## src/rom_pkg.sv

```systemverilog
// ROM sharing package with the word types and the slot and arbiter state encodings
`default_nettype none

package rom_pkg;

    // One ROM word address
    typedef logic [15:0] rom_addr_t;

    // One ROM data word, as the SDRAM delivers it
    typedef logic [15:0] rom_data_t;

    // Client fetch slot
    typedef enum logic [1:0] {
        SLOT_EMPTY = 2'd0,  // Nothing cached
        SLOT_REQ   = 2'd1,  // Miss pending at the arbiter
        SLOT_FULL  = 2'd2   // Word valid for the stored address
    } slot_state_e;

    // Memory port owner
    typedef enum logic [1:0] {
        ARB_IDLE = 2'd0,    // Free, may issue a read
        ARB_READ = 2'd1,    // Waiting for read data
        ARB_LOAD = 2'd2     // Host download owns the port
    } arb_state_e;

endpackage

`default_nettype wire

```

## src/rom_slot.sv

```systemverilog
// Client fetch slot, a one-entry cache that asks the arbiter for a refill on a miss
`default_nettype none

module rom_slot import rom_pkg::*; (
    input  logic      clk,
    input  logic      rst,
    input  logic      cs,
    input  rom_addr_t addr,
    output rom_data_t dout,
    output logic      ok,
    output logic      req,
    output rom_addr_t req_addr,
    input  logic      fill_valid,
    input  rom_data_t fill_data
);

    slot_state_e state;
    rom_addr_t   tag;      // Address of the cached or requested word
    rom_data_t   data;
    logic        miss;

    // Full slot with a different address also counts as a miss
    assign miss = cs && (state == SLOT_EMPTY || (state == SLOT_FULL && addr != tag));

    always_ff @(posedge clk or posedge rst) begin
        if (rst) begin
            state <= SLOT_EMPTY;
            tag   <= '0;
        end else begin
            case (state)
                SLOT_EMPTY,
                SLOT_FULL: begin
                    if (miss) begin
                        tag   <= addr;  // Hold it for the arbiter
                        state <= SLOT_REQ;
                    end
                end
                SLOT_REQ: begin
                    if (fill_valid) state <= SLOT_FULL;
                end
                default: state <= SLOT_EMPTY;
            endcase
        end
    end

    // Payload word
    always_ff @(posedge clk) begin
        if (fill_valid) data <= fill_data;
    end

    assign req      = (state == SLOT_REQ);
    assign req_addr = tag;
    assign dout     = data;
    assign ok       = cs && state == SLOT_FULL && addr == tag;  // Hit in the same cycle

    // The arbiter must only answer a slot that is waiting
    a_fill_only_in_req: assert property (
        @(posedge clk) disable iff (rst) fill_valid |-> state == SLOT_REQ
    );

endmodule

`default_nettype wire

```

## config.mk

```make
export PLATFORM = sky130hd
export DESIGN_NAME = rom_slot
export DESIGN_NICKNAME = d
export VERILOG_FILES = /design/src/rom_pkg.sv /design/src/rom_slot.sv
export SDC_FILE = /design/constraint.sdc
export NUM_CORES = 1
export LEC_CHECK = 0
export BUFFER_PORTS_ARGS = -buffer_cell sky130_fd_sc_hd__buf_4
export CAP_MARGIN = 20
export CORE_MARGIN = 5
export CORE_UTILIZATION = 50
export CTS_BUF_LIST = sky130_fd_sc_hd__clkbuf_4 sky130_fd_sc_hd__clkbuf_8
export DETAILED_ROUTE_END_ITERATION = 8
export PLACE_DENSITY = 0.83
export SLEW_MARGIN = 0
export SYNTH_ARGS = -nofsm -noshare
export SYNTH_HDL_FRONTEND = slang
export SYNTH_SLANG_ARGS = --single-unit
```

## constraint.sdc

```tcl
create_clock -name clk -period 2.7 [get_ports clk]
set_clock_uncertainty 0.15 [all_clocks]
set_input_delay 0.135 -clock clk [delete_from_list [all_inputs] [get_ports clk]]
set_output_delay 0.135 -clock clk [all_outputs]
set_load 0.05 [all_outputs]
```

== After elaboration in Yosys (flattened, before gate mapping) ==
Index checks and enable logic that the tools add are counted.

* Register bits: 34
* Output and inout bits: 34

* Eq/ne operators: 6
* Multiplexer cells: 3
* Reduce and logical (&&, ||, !) cells: 9

{| class="wikitable"
|+ Operators with widths
! kind !! count
|-
| == test 16 bit || 1
|-
| inequality test 16 bit || 1
|-
| logical AND 1 bit || 4
|-
| two-way mux 2 bit || 2
|-
| one-hot mux 2 bit (2 select lines) || 1
|-
| AND reduction 2 bit || 2
|-
| == test 2 x 1 -> 1 bit, second input constant || 1
|-
| == test 2 bit, second input constant || 1
|-
| zero test 2 bit || 1
|-
| inequality test 2 x 1 -> 1 bit, second input constant || 1
|-
| inequality test 2 bit, second input constant || 1
|-
| OR reduction 2 bit || 1
|-
| logical OR 1 bit || 1
|}

== Logic depth before layout (Yosys ltp) ==
Gate-level depths: netlist of run 1.

* Word-level depth: 6
* Depth in mapped cells: 6

== Least setup slack after synthesis of run 1 ==
Ideal clock, no wire load.

* Path kind: flip-flop to output port
* Start: register tag[9] (netlist: req_addr[9])
* End: output ok
* Arrival: 1994 ps
* Data required time: 2415 ps
* Slack: 421 ps
* Cell stages (with the launch flop): 6
* Path buffers: 0
* Path through: dfrtp_1 -> xor2_1 -> nor4_1 -> and3_2 -> nand2_1 -> nor2_1

* Word-level cells in the longest chain between the ends: 2

{| class="wikitable"
|+ Ends and longest elaborated chain
! item !! line !! source
|-
| start: declaration || rom_slot.sv:18 || <nowiki>rom_addr_t tag;</nowiki>
|-
| start signal: assignment || rom_slot.sv:34 || <nowiki>tag <= addr;</nowiki>
|-
| == test 16 bit || rom_slot.sv:54 || <nowiki>assign ok = cs && state == SLOT_FULL && addr == tag;</nowiki>
|-
| logical AND 1 bit || rom_slot.sv:54 ||
|-
| end: declaration || rom_slot.sv:10 || <nowiki>output logic ok,</nowiki>
|}

No other way between the ends.

== Worst setup path in the final report of run 1 ==
* Start: input addr[3]
* End: output ok

* Word-level cells in the longest chain between the ends: 2

{| class="wikitable"
|+ Ends and longest elaborated chain
! item !! line !! source
|-
| start: declaration || rom_slot.sv:8 || <nowiki>input rom_addr_t addr,</nowiki>
|-
| == test 16 bit || rom_slot.sv:54 ||
|-
| logical AND 1 bit || rom_slot.sv:54 ||
|}

No other way between the ends.

==> results of run 1 <==
==> what timing repair did <==
| action | CTS | global route |
|---|---|---|
| endpoints found under the hold margin | 51 | 0 |
| setup buffers | 0 | 0 |
| setup endpoints to repair | 0 | 0 |
| hold buffers | 34 | 0 |
==> registers in the layout (all words and copies together) (netlist names) <==
name and flops:
req_addr 16, dout 16, state 2
==> final timing paths <==
check	startpoint	endpoint	depth (start not counted)
max	addr[3]	ok	8
min	fill_valid	dout[14]$_DFFE_PP_	1
max reg2reg	req_addr[14]$_DFFE_PP0P_	req_addr[4]$_DFFE_PP0P_	5
min reg2reg	req_addr[8]$_DFFE_PP0P_	req_addr[8]$_DFFE_PP0P_	2
max in group asynchronous	rst	state[1]$_DFFE_PP0P_	3
min in group asynchronous	rst	req_addr[3]$_DFFE_PP0P_	3
==> per-stage QoR <==
stage	total power [mW]	hold slack, ps
floorplan	1.35	-76.4
global placement	1.60	129
detailed placement	1.62	140
CTS	1.94	3.53
global route	2.02	6.71
finish	1.93	22.6
==> Yosys cell counts, types with 2 or more instances <==
master	n
dfrtp_1	18
edfxtp_1	16
xnor2_1	12
nand2_1	10
mux2_4	9
mux2_2	4
xor2_1	4
a21o_1	2
inv_1	2
nand4_1	2
nor2b_1	2
==> metal layers <==
layer	GRT usage, %	wire length, um	vias to the layer above
li1	-	-	533
met1	23.9	1590	519
met2	32.2	1690	60
met3	8.17	377	10
met4	8.05	85	0
met5	0	0	-
==> worst register-to-register path, cell delays in order (launching register included) <==
cell and delay [ps]:
dfrtp_1 420, xor2_1 180, nor4_1 70, and3_2 240, a21oi_4 510, mux2_2 410
==> cell usage in the layout, fill, tap and decap left out, types with 2 or more instances in the layout <==
master,count
nor2b_1,2
xor2_1,4
clkbuf_4,6
xnor2_1,12
nand2_1,10
buf_4,69
mux2_2,4
dfrtp_1,18
inv_1,2
dlygate4sd3_1,34
nand4_1,2
edfxtp_1,16
a21o_1,2
mux2_4,9
==> power by group through the flow <==
stage          registers (mW)  clock network (mW)  logic, mW
6_report                0.755               0.275      0.901
5_1_grt                 0.771               0.307      0.947
4_1_cts                 0.751               0.285      0.900
3_5_place_dp            0.761                   0      0.858
3_3_place_gp            0.752                   0      0.848
2_1_floorplan            1.09                   0      0.256
==> kinds of logic after synthesis <==
family / count (synthesis) / share of synthesized area [%]
DFF: 34 / 65.8
and+or+nand+nor: 20 / 7.17
xor gates and xnor gates: 16 / 9.91
muxes: 13 / 12.7
AOI/OAI and AO/OA: 5 / 3.01
buffers and inverters: 3 / 1.33
==> area by class of cell <==
cell class	count	share of cell area [%]
repair buffers	103	36.5
well taps	31	1.65
flip-flops and latches	34	39.6
multi-input cells	54	19.7
inverters	2	0.319
clock inverters	2	0.372
clock buffers	6	1.91
==> flow_metrics.tcl, run 1 <==
set metrics [dict create \
    ff2ff_setup_slack_ps 610 \
    hold_viol 0 \
    slew_viol_final 0 \
    multiInputGateArea_sq_um 464 \
    synth_ff_type "dfrtp_1" \
    ir_worst_vdd_mv 0.768 \
    stdcell_area_sq_um 2350 \
    grt_pass1_wl_um 6110 \
    crit_type "input pin to output port" \
    slowest_stage "dlygate4sd3_1" \
    area_growth_pct 66.5 \
    rsz0062_at_grt "false" \
    min_period_ps 2160 \
    layout-drive-gt1-share_pct 45.8 \
    drv_cap 0 \
    clk_pin_slew_ps 100 \
    io-pin-count 70 \
    path_delay_family "buffers and inverters" \
    place_area_sq_um 1960 \
    syn-num-nets 127 \
    startpoint_type "input pin" \
    critPathBufInv 3 \
    fin_cells 232 \
    p_int_mw 1.12 \
    clock-sinks 34 \
    comb_power_share_pct 46.7 \
    cts_tree "yes" \
    clk_latency_ps 340 \
    viasPerCell 4.84 \
    port_buffers 69 \
    hpwl_um 2350 \
    power_frac_seq_pct 39.1 \
    grt_max_degree 19 \
    yosysSeqAreaShare_pct 65.8 \
    cts_buffer_depth 2 \
    cts-htree-levels 2 \
    antenna_left 0 \
    fp.dieH_um 63.2 \
    arrival_ps 1870 \
    power_density_nw_per_um2 821 \
    cts_buffers 5 \
    gp_congestion 0.752 \
    cts_resized 0 \
    rows 19 \
    wl_um 3750 \
    die_area_sq_um 3990 \
    core-area_sq_um 2730 \
    grt_pass1_vias 1244 \
    clockPowerShare_pct 14.2 \
    num_antenna_cells 0 \
    worst-endpoint-required_ps 2410 \
    drc 0 \
    netlist_area_sq_um 1410 \
    synth_top_area_share_pct 34.0 \
    crit_path_end_kind "output port" \
    yosysTopAreaCell "edfxtp_1" \
    final_nets 236 \
    die_w_um 63.2 \
    root_buffer "clkbuf_4" \
    worstPathCellList "dlygate4sd3_1 -> buf_4 -> xnor2_1 -> nand4_1 -> nor3_2 -> nand2_1 -> nor2_1 -> buf_4" \
    synthDistinctLibCells 21 \
    fmax_mhz 464 \
    cp_common_cell "buf_4" \
    slew_headroom_pct 54.2 \
    fin_setup_tns_ps 0 \
    routedWlPerCell_um 16.2 \
    max_stage_delay_ps 540 \
    cp_max_fo 2 \
    synth_edf_count 16 \
    preCtsSetupSlack_ps 658 \
    netlist_instances 91 \
    grt_use_total_pct 20.0 \
    hp-class "input pin to flop" \
    num_vias 1122 \
    num-fill-cells 126 \
    finalSetupViolCount 0 \
    dp_cells 190 \
    final-seq-area_sq_um 931 \
    grt_overflow 0 \
    antenna_found_initial 0 \
    power.switching_uw 813 \
    drtIter0Drc 35 \
    yosysWarnings 0 \
    synthArstFlopShare_pct 52.9 \
    tightestPinTransition_ps 687 \
    period_share_pct 79.8 \
    yosys-top-cells-area "edfxtp_1 34%, dfrtp_1 32%, mux2_4 9.6%" \
    start_util_pct 51.7 \
    synth-seq-cells 34 \
    p_leak_nw 1.08 \
    swShare_pct 42.1 \
    drt_pass1_iterations 4 \
    final_util_pct 86.1 \
    setup_ws_ps 545 \
    syn_avg_cell_area_sq_um 15.5 \
    outcome "complete, no violations" \
]
Power figures use the tool's default switching activity.
==> run 2: changes to the inputs <==
--- a/config.mk
+++ b/config.mk
@@ -8,10 +8,10 @@
 export BUFFER_PORTS_ARGS = -buffer_cell sky130_fd_sc_hd__buf_4
 export CAP_MARGIN = 20
 export CORE_MARGIN = 5
-export CORE_UTILIZATION = 50
+export CORE_UTILIZATION = 42
 export CTS_BUF_LIST = sky130_fd_sc_hd__clkbuf_4 sky130_fd_sc_hd__clkbuf_8
 export DETAILED_ROUTE_END_ITERATION = 8
-export PLACE_DENSITY = 0.83
+export PLACE_DENSITY = 0.74
 export SLEW_MARGIN = 0
 export SYNTH_ARGS = -nofsm -noshare
 export SYNTH_HDL_FRONTEND = slang
==> constraint.sdc (replaced) <==
create_clock -name clk -period 1.8 [get_ports clk]
set_clock_uncertainty 0.15 [all_clocks]
set_input_delay 0.09 -clock clk [delete_from_list [all_inputs] [get_ports clk]]
set_output_delay 0.09 -clock clk [all_outputs]
set_load 0.05 [all_outputs]
==> run 2 against run 1 <==
The flow now finishes with violations (setup timing); utilization is 4.7 points lower; routed wire length is 18% higher; global-route usage is 0.066 points lower; worst setup slack worse by 730 ps; first-iteration DRC count is 11% higher; combinational power is 88% higher; cell count is 19% higher; register-to-register slack worse by 780 ps; via count is 13% higher; non-clock buffer count is 28 higher; count of clock-buffer cells in the layout is 1 lower; flip-flop and latch count stayed put; highest routed layer unchanged.
==> flow_metrics.tcl, run 2 (synthesis results as in run 1) <==
set metrics [dict create \
    max_stage_delay_ps 440 \
    worst-endpoint-required_ps 1560 \
    arrival_ps 1740 \
    drtIter0Drc 39 \
    routedWlPerCell_um 16.0 \
    fin_setup_tns_ps -1720 \
    p_leak_nw 1.25 \
    stdcell_area_sq_um 2690 \
    die_w_um 68.0 \
    clock-sinks 34 \
    slew_viol_final 0 \
    slew_headroom_pct 52.2 \
    wl_um 4420 \
    rsz0062_at_grt "true" \
    fmax_mhz 505 \
    viasPerCell 4.61 \
    grt_max_degree 19 \
    final_nets 265 \
    crit_type "flop to output port" \
    grt_pass1_wl_um 6730 \
    num_antenna_cells 0 \
    startpoint_type "flop" \
    cts_buffers 5 \
    port_buffers 69 \
    finalSetupViolCount 15 \
    crit_path_end_kind "output port" \
    min_period_ps 1980 \
    cp_max_fo 3 \
    drv_cap 0 \
    place_area_sq_um 2130 \
    violations "setup timing" \
    cts_tree "yes" \
    ff2ff_setup_slack_ps -170 \
    start_util_pct 42.7 \
    worstPathCellList "xnor2_2 -> nand4_1 -> nor3_4 -> nand2_2 -> nor2_2 -> buf_6" \
    period_share_pct 110 \
    hp-class "input pin to flop" \
    tightestPinTransition_ps 716 \
    area_growth_pct 90.5 \
    io-pin-count 70 \
    final_common_cell "buf_4" \
    slowest_stage "dfrtp_2" \
    antenna_left 0 \
    hold_viol 0 \
    ir_worst_vdd_mv 0.796 \
    drt_pass1_iterations 3 \
    fp.dieH_um 68.0 \
    setup_ws_ps -182 \
    die_area_sq_um 4630 \
    mostFrequentLayoutCells "91 x buf_4, 35 x dlygate4sd3_1, 16 x edfxtp_1, 13 x dfrtp_2" \
    antenna_found_initial 0 \
    root_buffer "clkbuf_4" \
    holdWs_ps 133 \
    num_vias 1271 \
    core-area_sq_um 3310 \
    cts-htree-levels 2 \
    clk_pin_slew_ps 110 \
    clk_latency_ps 330 \
    grt_overflow 0 \
    hpwl_um 2690 \
    gp_congestion 0.797 \
    layout-drive-gt1-share_pct 60.0 \
    drc 0 \
    grt_use_total_pct 20.0 \
    rows 21 \
    cts_buffer_depth 2 \
    outcome "finished, violations left" \
    power_density_nw_per_um2 1240 \
    grt_pass1_vias 1405 \
]
## run 2: final timing paths
check	endpoint	from	cells after the start
min in group asynchronous	req_addr[0]$_DFFE_PP0P_	rst	3
max in group asynchronous	req_addr[4]$_DFFE_PP0P_	rst	3
min	state[1]$_DFFE_PP0P_	addr[10]	5
min reg2reg	state[1]$_DFFE_PP0P_	state[1]$_DFFE_PP0P_	1
max reg2reg	req_addr[7]$_DFFE_PP0P_	req_addr[13]$_DFFE_PP0P_	7
max	ok	req_addr[13]$_DFFE_PP0P_	6
## run 2: final cells by class
| cell class | count | area (sq um) |
|---|---|---|
| clock inverters | 3 | 40.0 |
| inverters | 2 | 7.51 |
| flip-flops and latches | 34 | 947 |
| repair buffers | 131 | 1090 |
| multi-input cells | 55 | 514 |
| fillers | 213 | 617 |
| clock buffers | 5 | 37.5 |
| well taps | 46 | 57.6 |
## run 2: report_power, final
part	switching (mW)	internal, mW
sequential	0.120	0.998
clock	0.250	0.288
combinational	0.936	0.753
## run 2: worst max-delay path, delay by kind of cell (launching register included)
kind / cells / cell delay [ps]
and+or+nand+nor: 4 / 650
DFF: 1 / 440
xor gates and xnor gates: 1 / 160
buffers and inverters: 1 / 160
## run 2: timing repair
item                                    CTS  global route
gates resized for setup                   7             5
cloned                                    1             0
setup buffers                             5             4
pin swaps                                 6             2
hold buffers                             35             0
endpoints found under the setup margin   14            15
hold endpoints to repair                 68             0
## run 2: per-stage QoR
step	power (mW)	utilization, %	worst slack, ps	cells
finish	3.34	81.4	-182	276
global route	3.50	81.4	-300	276
CTS	3.30	79.9	-153	272
detailed placement	2.64	64.4	-193	223
global placement	2.60	64.4	-137	223
floorplan	2.05	-	-138	91
## run 2: metal layers
layer | part of all wire (%) | track usage, % | vias up
met5 | 0 | 0 | -
li1 | - | - | 598
met2 | 51 | 37.1 | 60
met4 | 0.86 | 4.71 | 0
met3 | 9.3 | 6.08 | 5
met1 | 39 | 22.1 | 608
==> run 3: changes to the inputs <==
--- a/config.mk
+++ b/config.mk
@@ -12,7 +12,8 @@
 export CTS_BUF_LIST = sky130_fd_sc_hd__clkbuf_4 sky130_fd_sc_hd__clkbuf_8
 export DETAILED_ROUTE_END_ITERATION = 8
 export PLACE_DENSITY = 0.74
-export SLEW_MARGIN = 0
+export SLEW_MARGIN = 20
 export SYNTH_ARGS = -nofsm -noshare
 export SYNTH_HDL_FRONTEND = slang
 export SYNTH_SLANG_ARGS = --single-unit
+export TNS_END_PERCENT = 50
==> run 3 against run 2 <==
The flow still finishes with violations (setup timing); routed wire length is 0.50% lower; first-iteration DRC count is 28% lower; non-clock buffer count is the same; final area increased by 0.14%; combinational power about the same; critical path depth increased by 2; critical endpoint is now req_addr[7]$_DFFE_PP0P_; largest cell class unchanged.
==> flow_metrics.tcl, run 3 (synthesis results as in run 1) <==
set metrics [dict create \
    preCtsSetupSlack_ps -193 \
    power_density_nw_per_um2 1240 \
    mostFrequentLayoutCells "92 x buf_4, 35 x dlygate4sd3_1, 16 x edfxtp_1, 13 x dfrtp_2, 10 x mux2_4" \
    rows 21 \
    clockPowerShare_pct 16.2 \
    ir_worst_vdd_mv 0.907 \
    cp_max_fo 4 \
    tightestPinTransition_ps 718 \
    slowest_stage "dfrtp_2" \
    violations "setup timing" \
    start_util_pct 42.7 \
    root_buffer "clkbuf_4" \
    core-area_sq_um 3310 \
    p_leak_nw 1.25 \
    drv_cap 0 \
    worst-endpoint-required_ps 1880 \
    fp.dieH_um 68.0 \
    grt_pass1_wl_um 6660 \
    io-pin-count 70 \
    p_int_mw 2.04 \
    slew_viol_final 0 \
    area_growth_pct 90.8 \
    holdWs_ps 114 \
    wl_um 4390 \
    crit_path_end_kind "flop" \
    critPathBufInv 3 \
    outcome "finished, violations left" \
    ff2ff_setup_slack_ps -220 \
    power.switching_mw 1.30 \
    viasPerCell 4.60 \
    antenna_left 0 \
    clk_latency_ps 340 \
    drc 0 \
    cts_buffer_depth 2 \
    grt_overflow 0 \
    setup_ws_ps -216 \
    fin_cells 276 \
    power_frac_seq_pct 33.5 \
    grt_use_total_pct 19.7 \
    num_antenna_cells 0 \
    grt-busiest-layer "met2" \
    grt_max_degree 19 \
    gp_congestion 0.797 \
    hpwl_um 2690 \
    comb_power_share_pct 50.3 \
    dp_cells 223 \
    min_period_ps 2020 \
    fmax_mhz 496 \
    cts-htree-levels 2 \
    num_vias 1270 \
    finalPower_mw 3.34 \
    swShare_pct 39.0 \
    crit_type "flop to flop" \
    num-fill-cells 211 \
    period_share_pct 112 \
    die_w_um 68.0 \
    met1_usage_pct 21.7 \
    hold_viol 0 \
    port_buffers 69 \
    final_common_cell "buf_4" \
    hp-class "input pin to flop" \
    drtIter0Drc 28 \
    cts_buffers 5 \
    slew_headroom_pct 52.1 \
    met2_usage_pct 35.9 \
    place_area_sq_um 2130 \
    arrival_ps 2100 \
    finalSetupViolCount 15 \
    final_nets 265 \
    grt_pass1_vias 1411 \
    clock-sinks 34 \
    cp_common_cell "buf_6" \
    rsz0062_at_grt "true" \
    worstPathCellList "xnor2_1 -> nand4_1 -> nor3_4 -> buf_4 -> buf_6 -> a21oi_4 -> buf_6 -> mux2_4" \
    routedWlPerCell_um 15.9 \
    use_met3_pct 6.57 \
    startpoint_type "flop" \
    max_stage_delay_ps 440 \
    path_delay_family "flip-flops" \
    die_area_sq_um 4630 \
    layout-drive-gt1-share_pct 60.4 \
    antenna_found_initial 0 \
    cts_tree "yes" \
    clk_pin_slew_ps 100 \
    drt_pass1_iterations 4 \
    stdcell_area_sq_um 2700 \
]
[run 3: area by class of cell]
class	count	area (sq um)	share of cell area, %
timing repair buffer	131	1090	40.3
sequential	34	947	35.1
multi-input combinational	55	522	19.3
tap	46	57.6	2.13
clock inverter	3	40.0	1.48
clock buffer	5	37.5	1.39
inverter	2	7.51	0.278
[run 3: worst min-delay path, delay by kind of cell]
kind	cells	cell delay, ps
compound gates	1	90
simple gates	2	220
buf+inv	1	90
xor+xnor	1	70
[run 3: final timing paths]
path / endpoint / cells after the start / from
min in group asynchronous: req_addr[0]$_DFFE_PP0P_ / 3 / rst
worst max register to register: req_addr[7]$_DFFE_PP0P_ / 8 / req_addr[7]$_DFFE_PP0P_
worst min-delay path: state[1]$_DFFE_PP0P_ / 5 / addr[10]
worst min register to register: state[1]$_DFFE_PP0P_ / 1 / state[1]$_DFFE_PP0P_
max in group asynchronous: req_addr[8]$_DFFE_PP0P_ / 3 / rst
worst max-delay path: req_addr[7]$_DFFE_PP0P_ / 8 / req_addr[7]$_DFFE_PP0P_
[run 3: repair_timing]
| item | CTS | global route |
|---|---|---|
| resized for setup | 7 | 5 |
| setup endpoints to repair | 14 | 14 |
| hold buffers | 35 | 0 |
| pin swaps | 6 | 5 |
| setup buffers | 3 | 6 |
| endpoints found under the hold margin | 68 | 0 |
| gates cloned | 1 | 0 |
[run 3: routing by layer]
metal | wire [um] | vias to the layer above
li1 | - | 596
met1 | 1730 | 600
met2 | 2140 | 66
met3 | 420 | 8
met4 | 102 | 0
met5 | 0 | -
[run 3: stage by stage]
stage	utilization (%)	setup TNS, ps
floorplan	-	-1330
global placement	64.4	-1350
detailed placement	64.4	-2090
CTS	79.4	-1450
global route	81.5	-2950
finish	81.5	-2130
[run 3: power groups by stage]
stage,Sequential (mW),Combinational (mW),Clock (mW)
2_1_floorplan,1.66,0.383,0
3_3_place_gp,1.11,1.49,0
3_5_place_dp,1.12,1.52,0
4_1_cts,1.11,1.62,0.551
5_1_grt,1.14,1.76,0.595
6_report,1.12,1.68,0.541
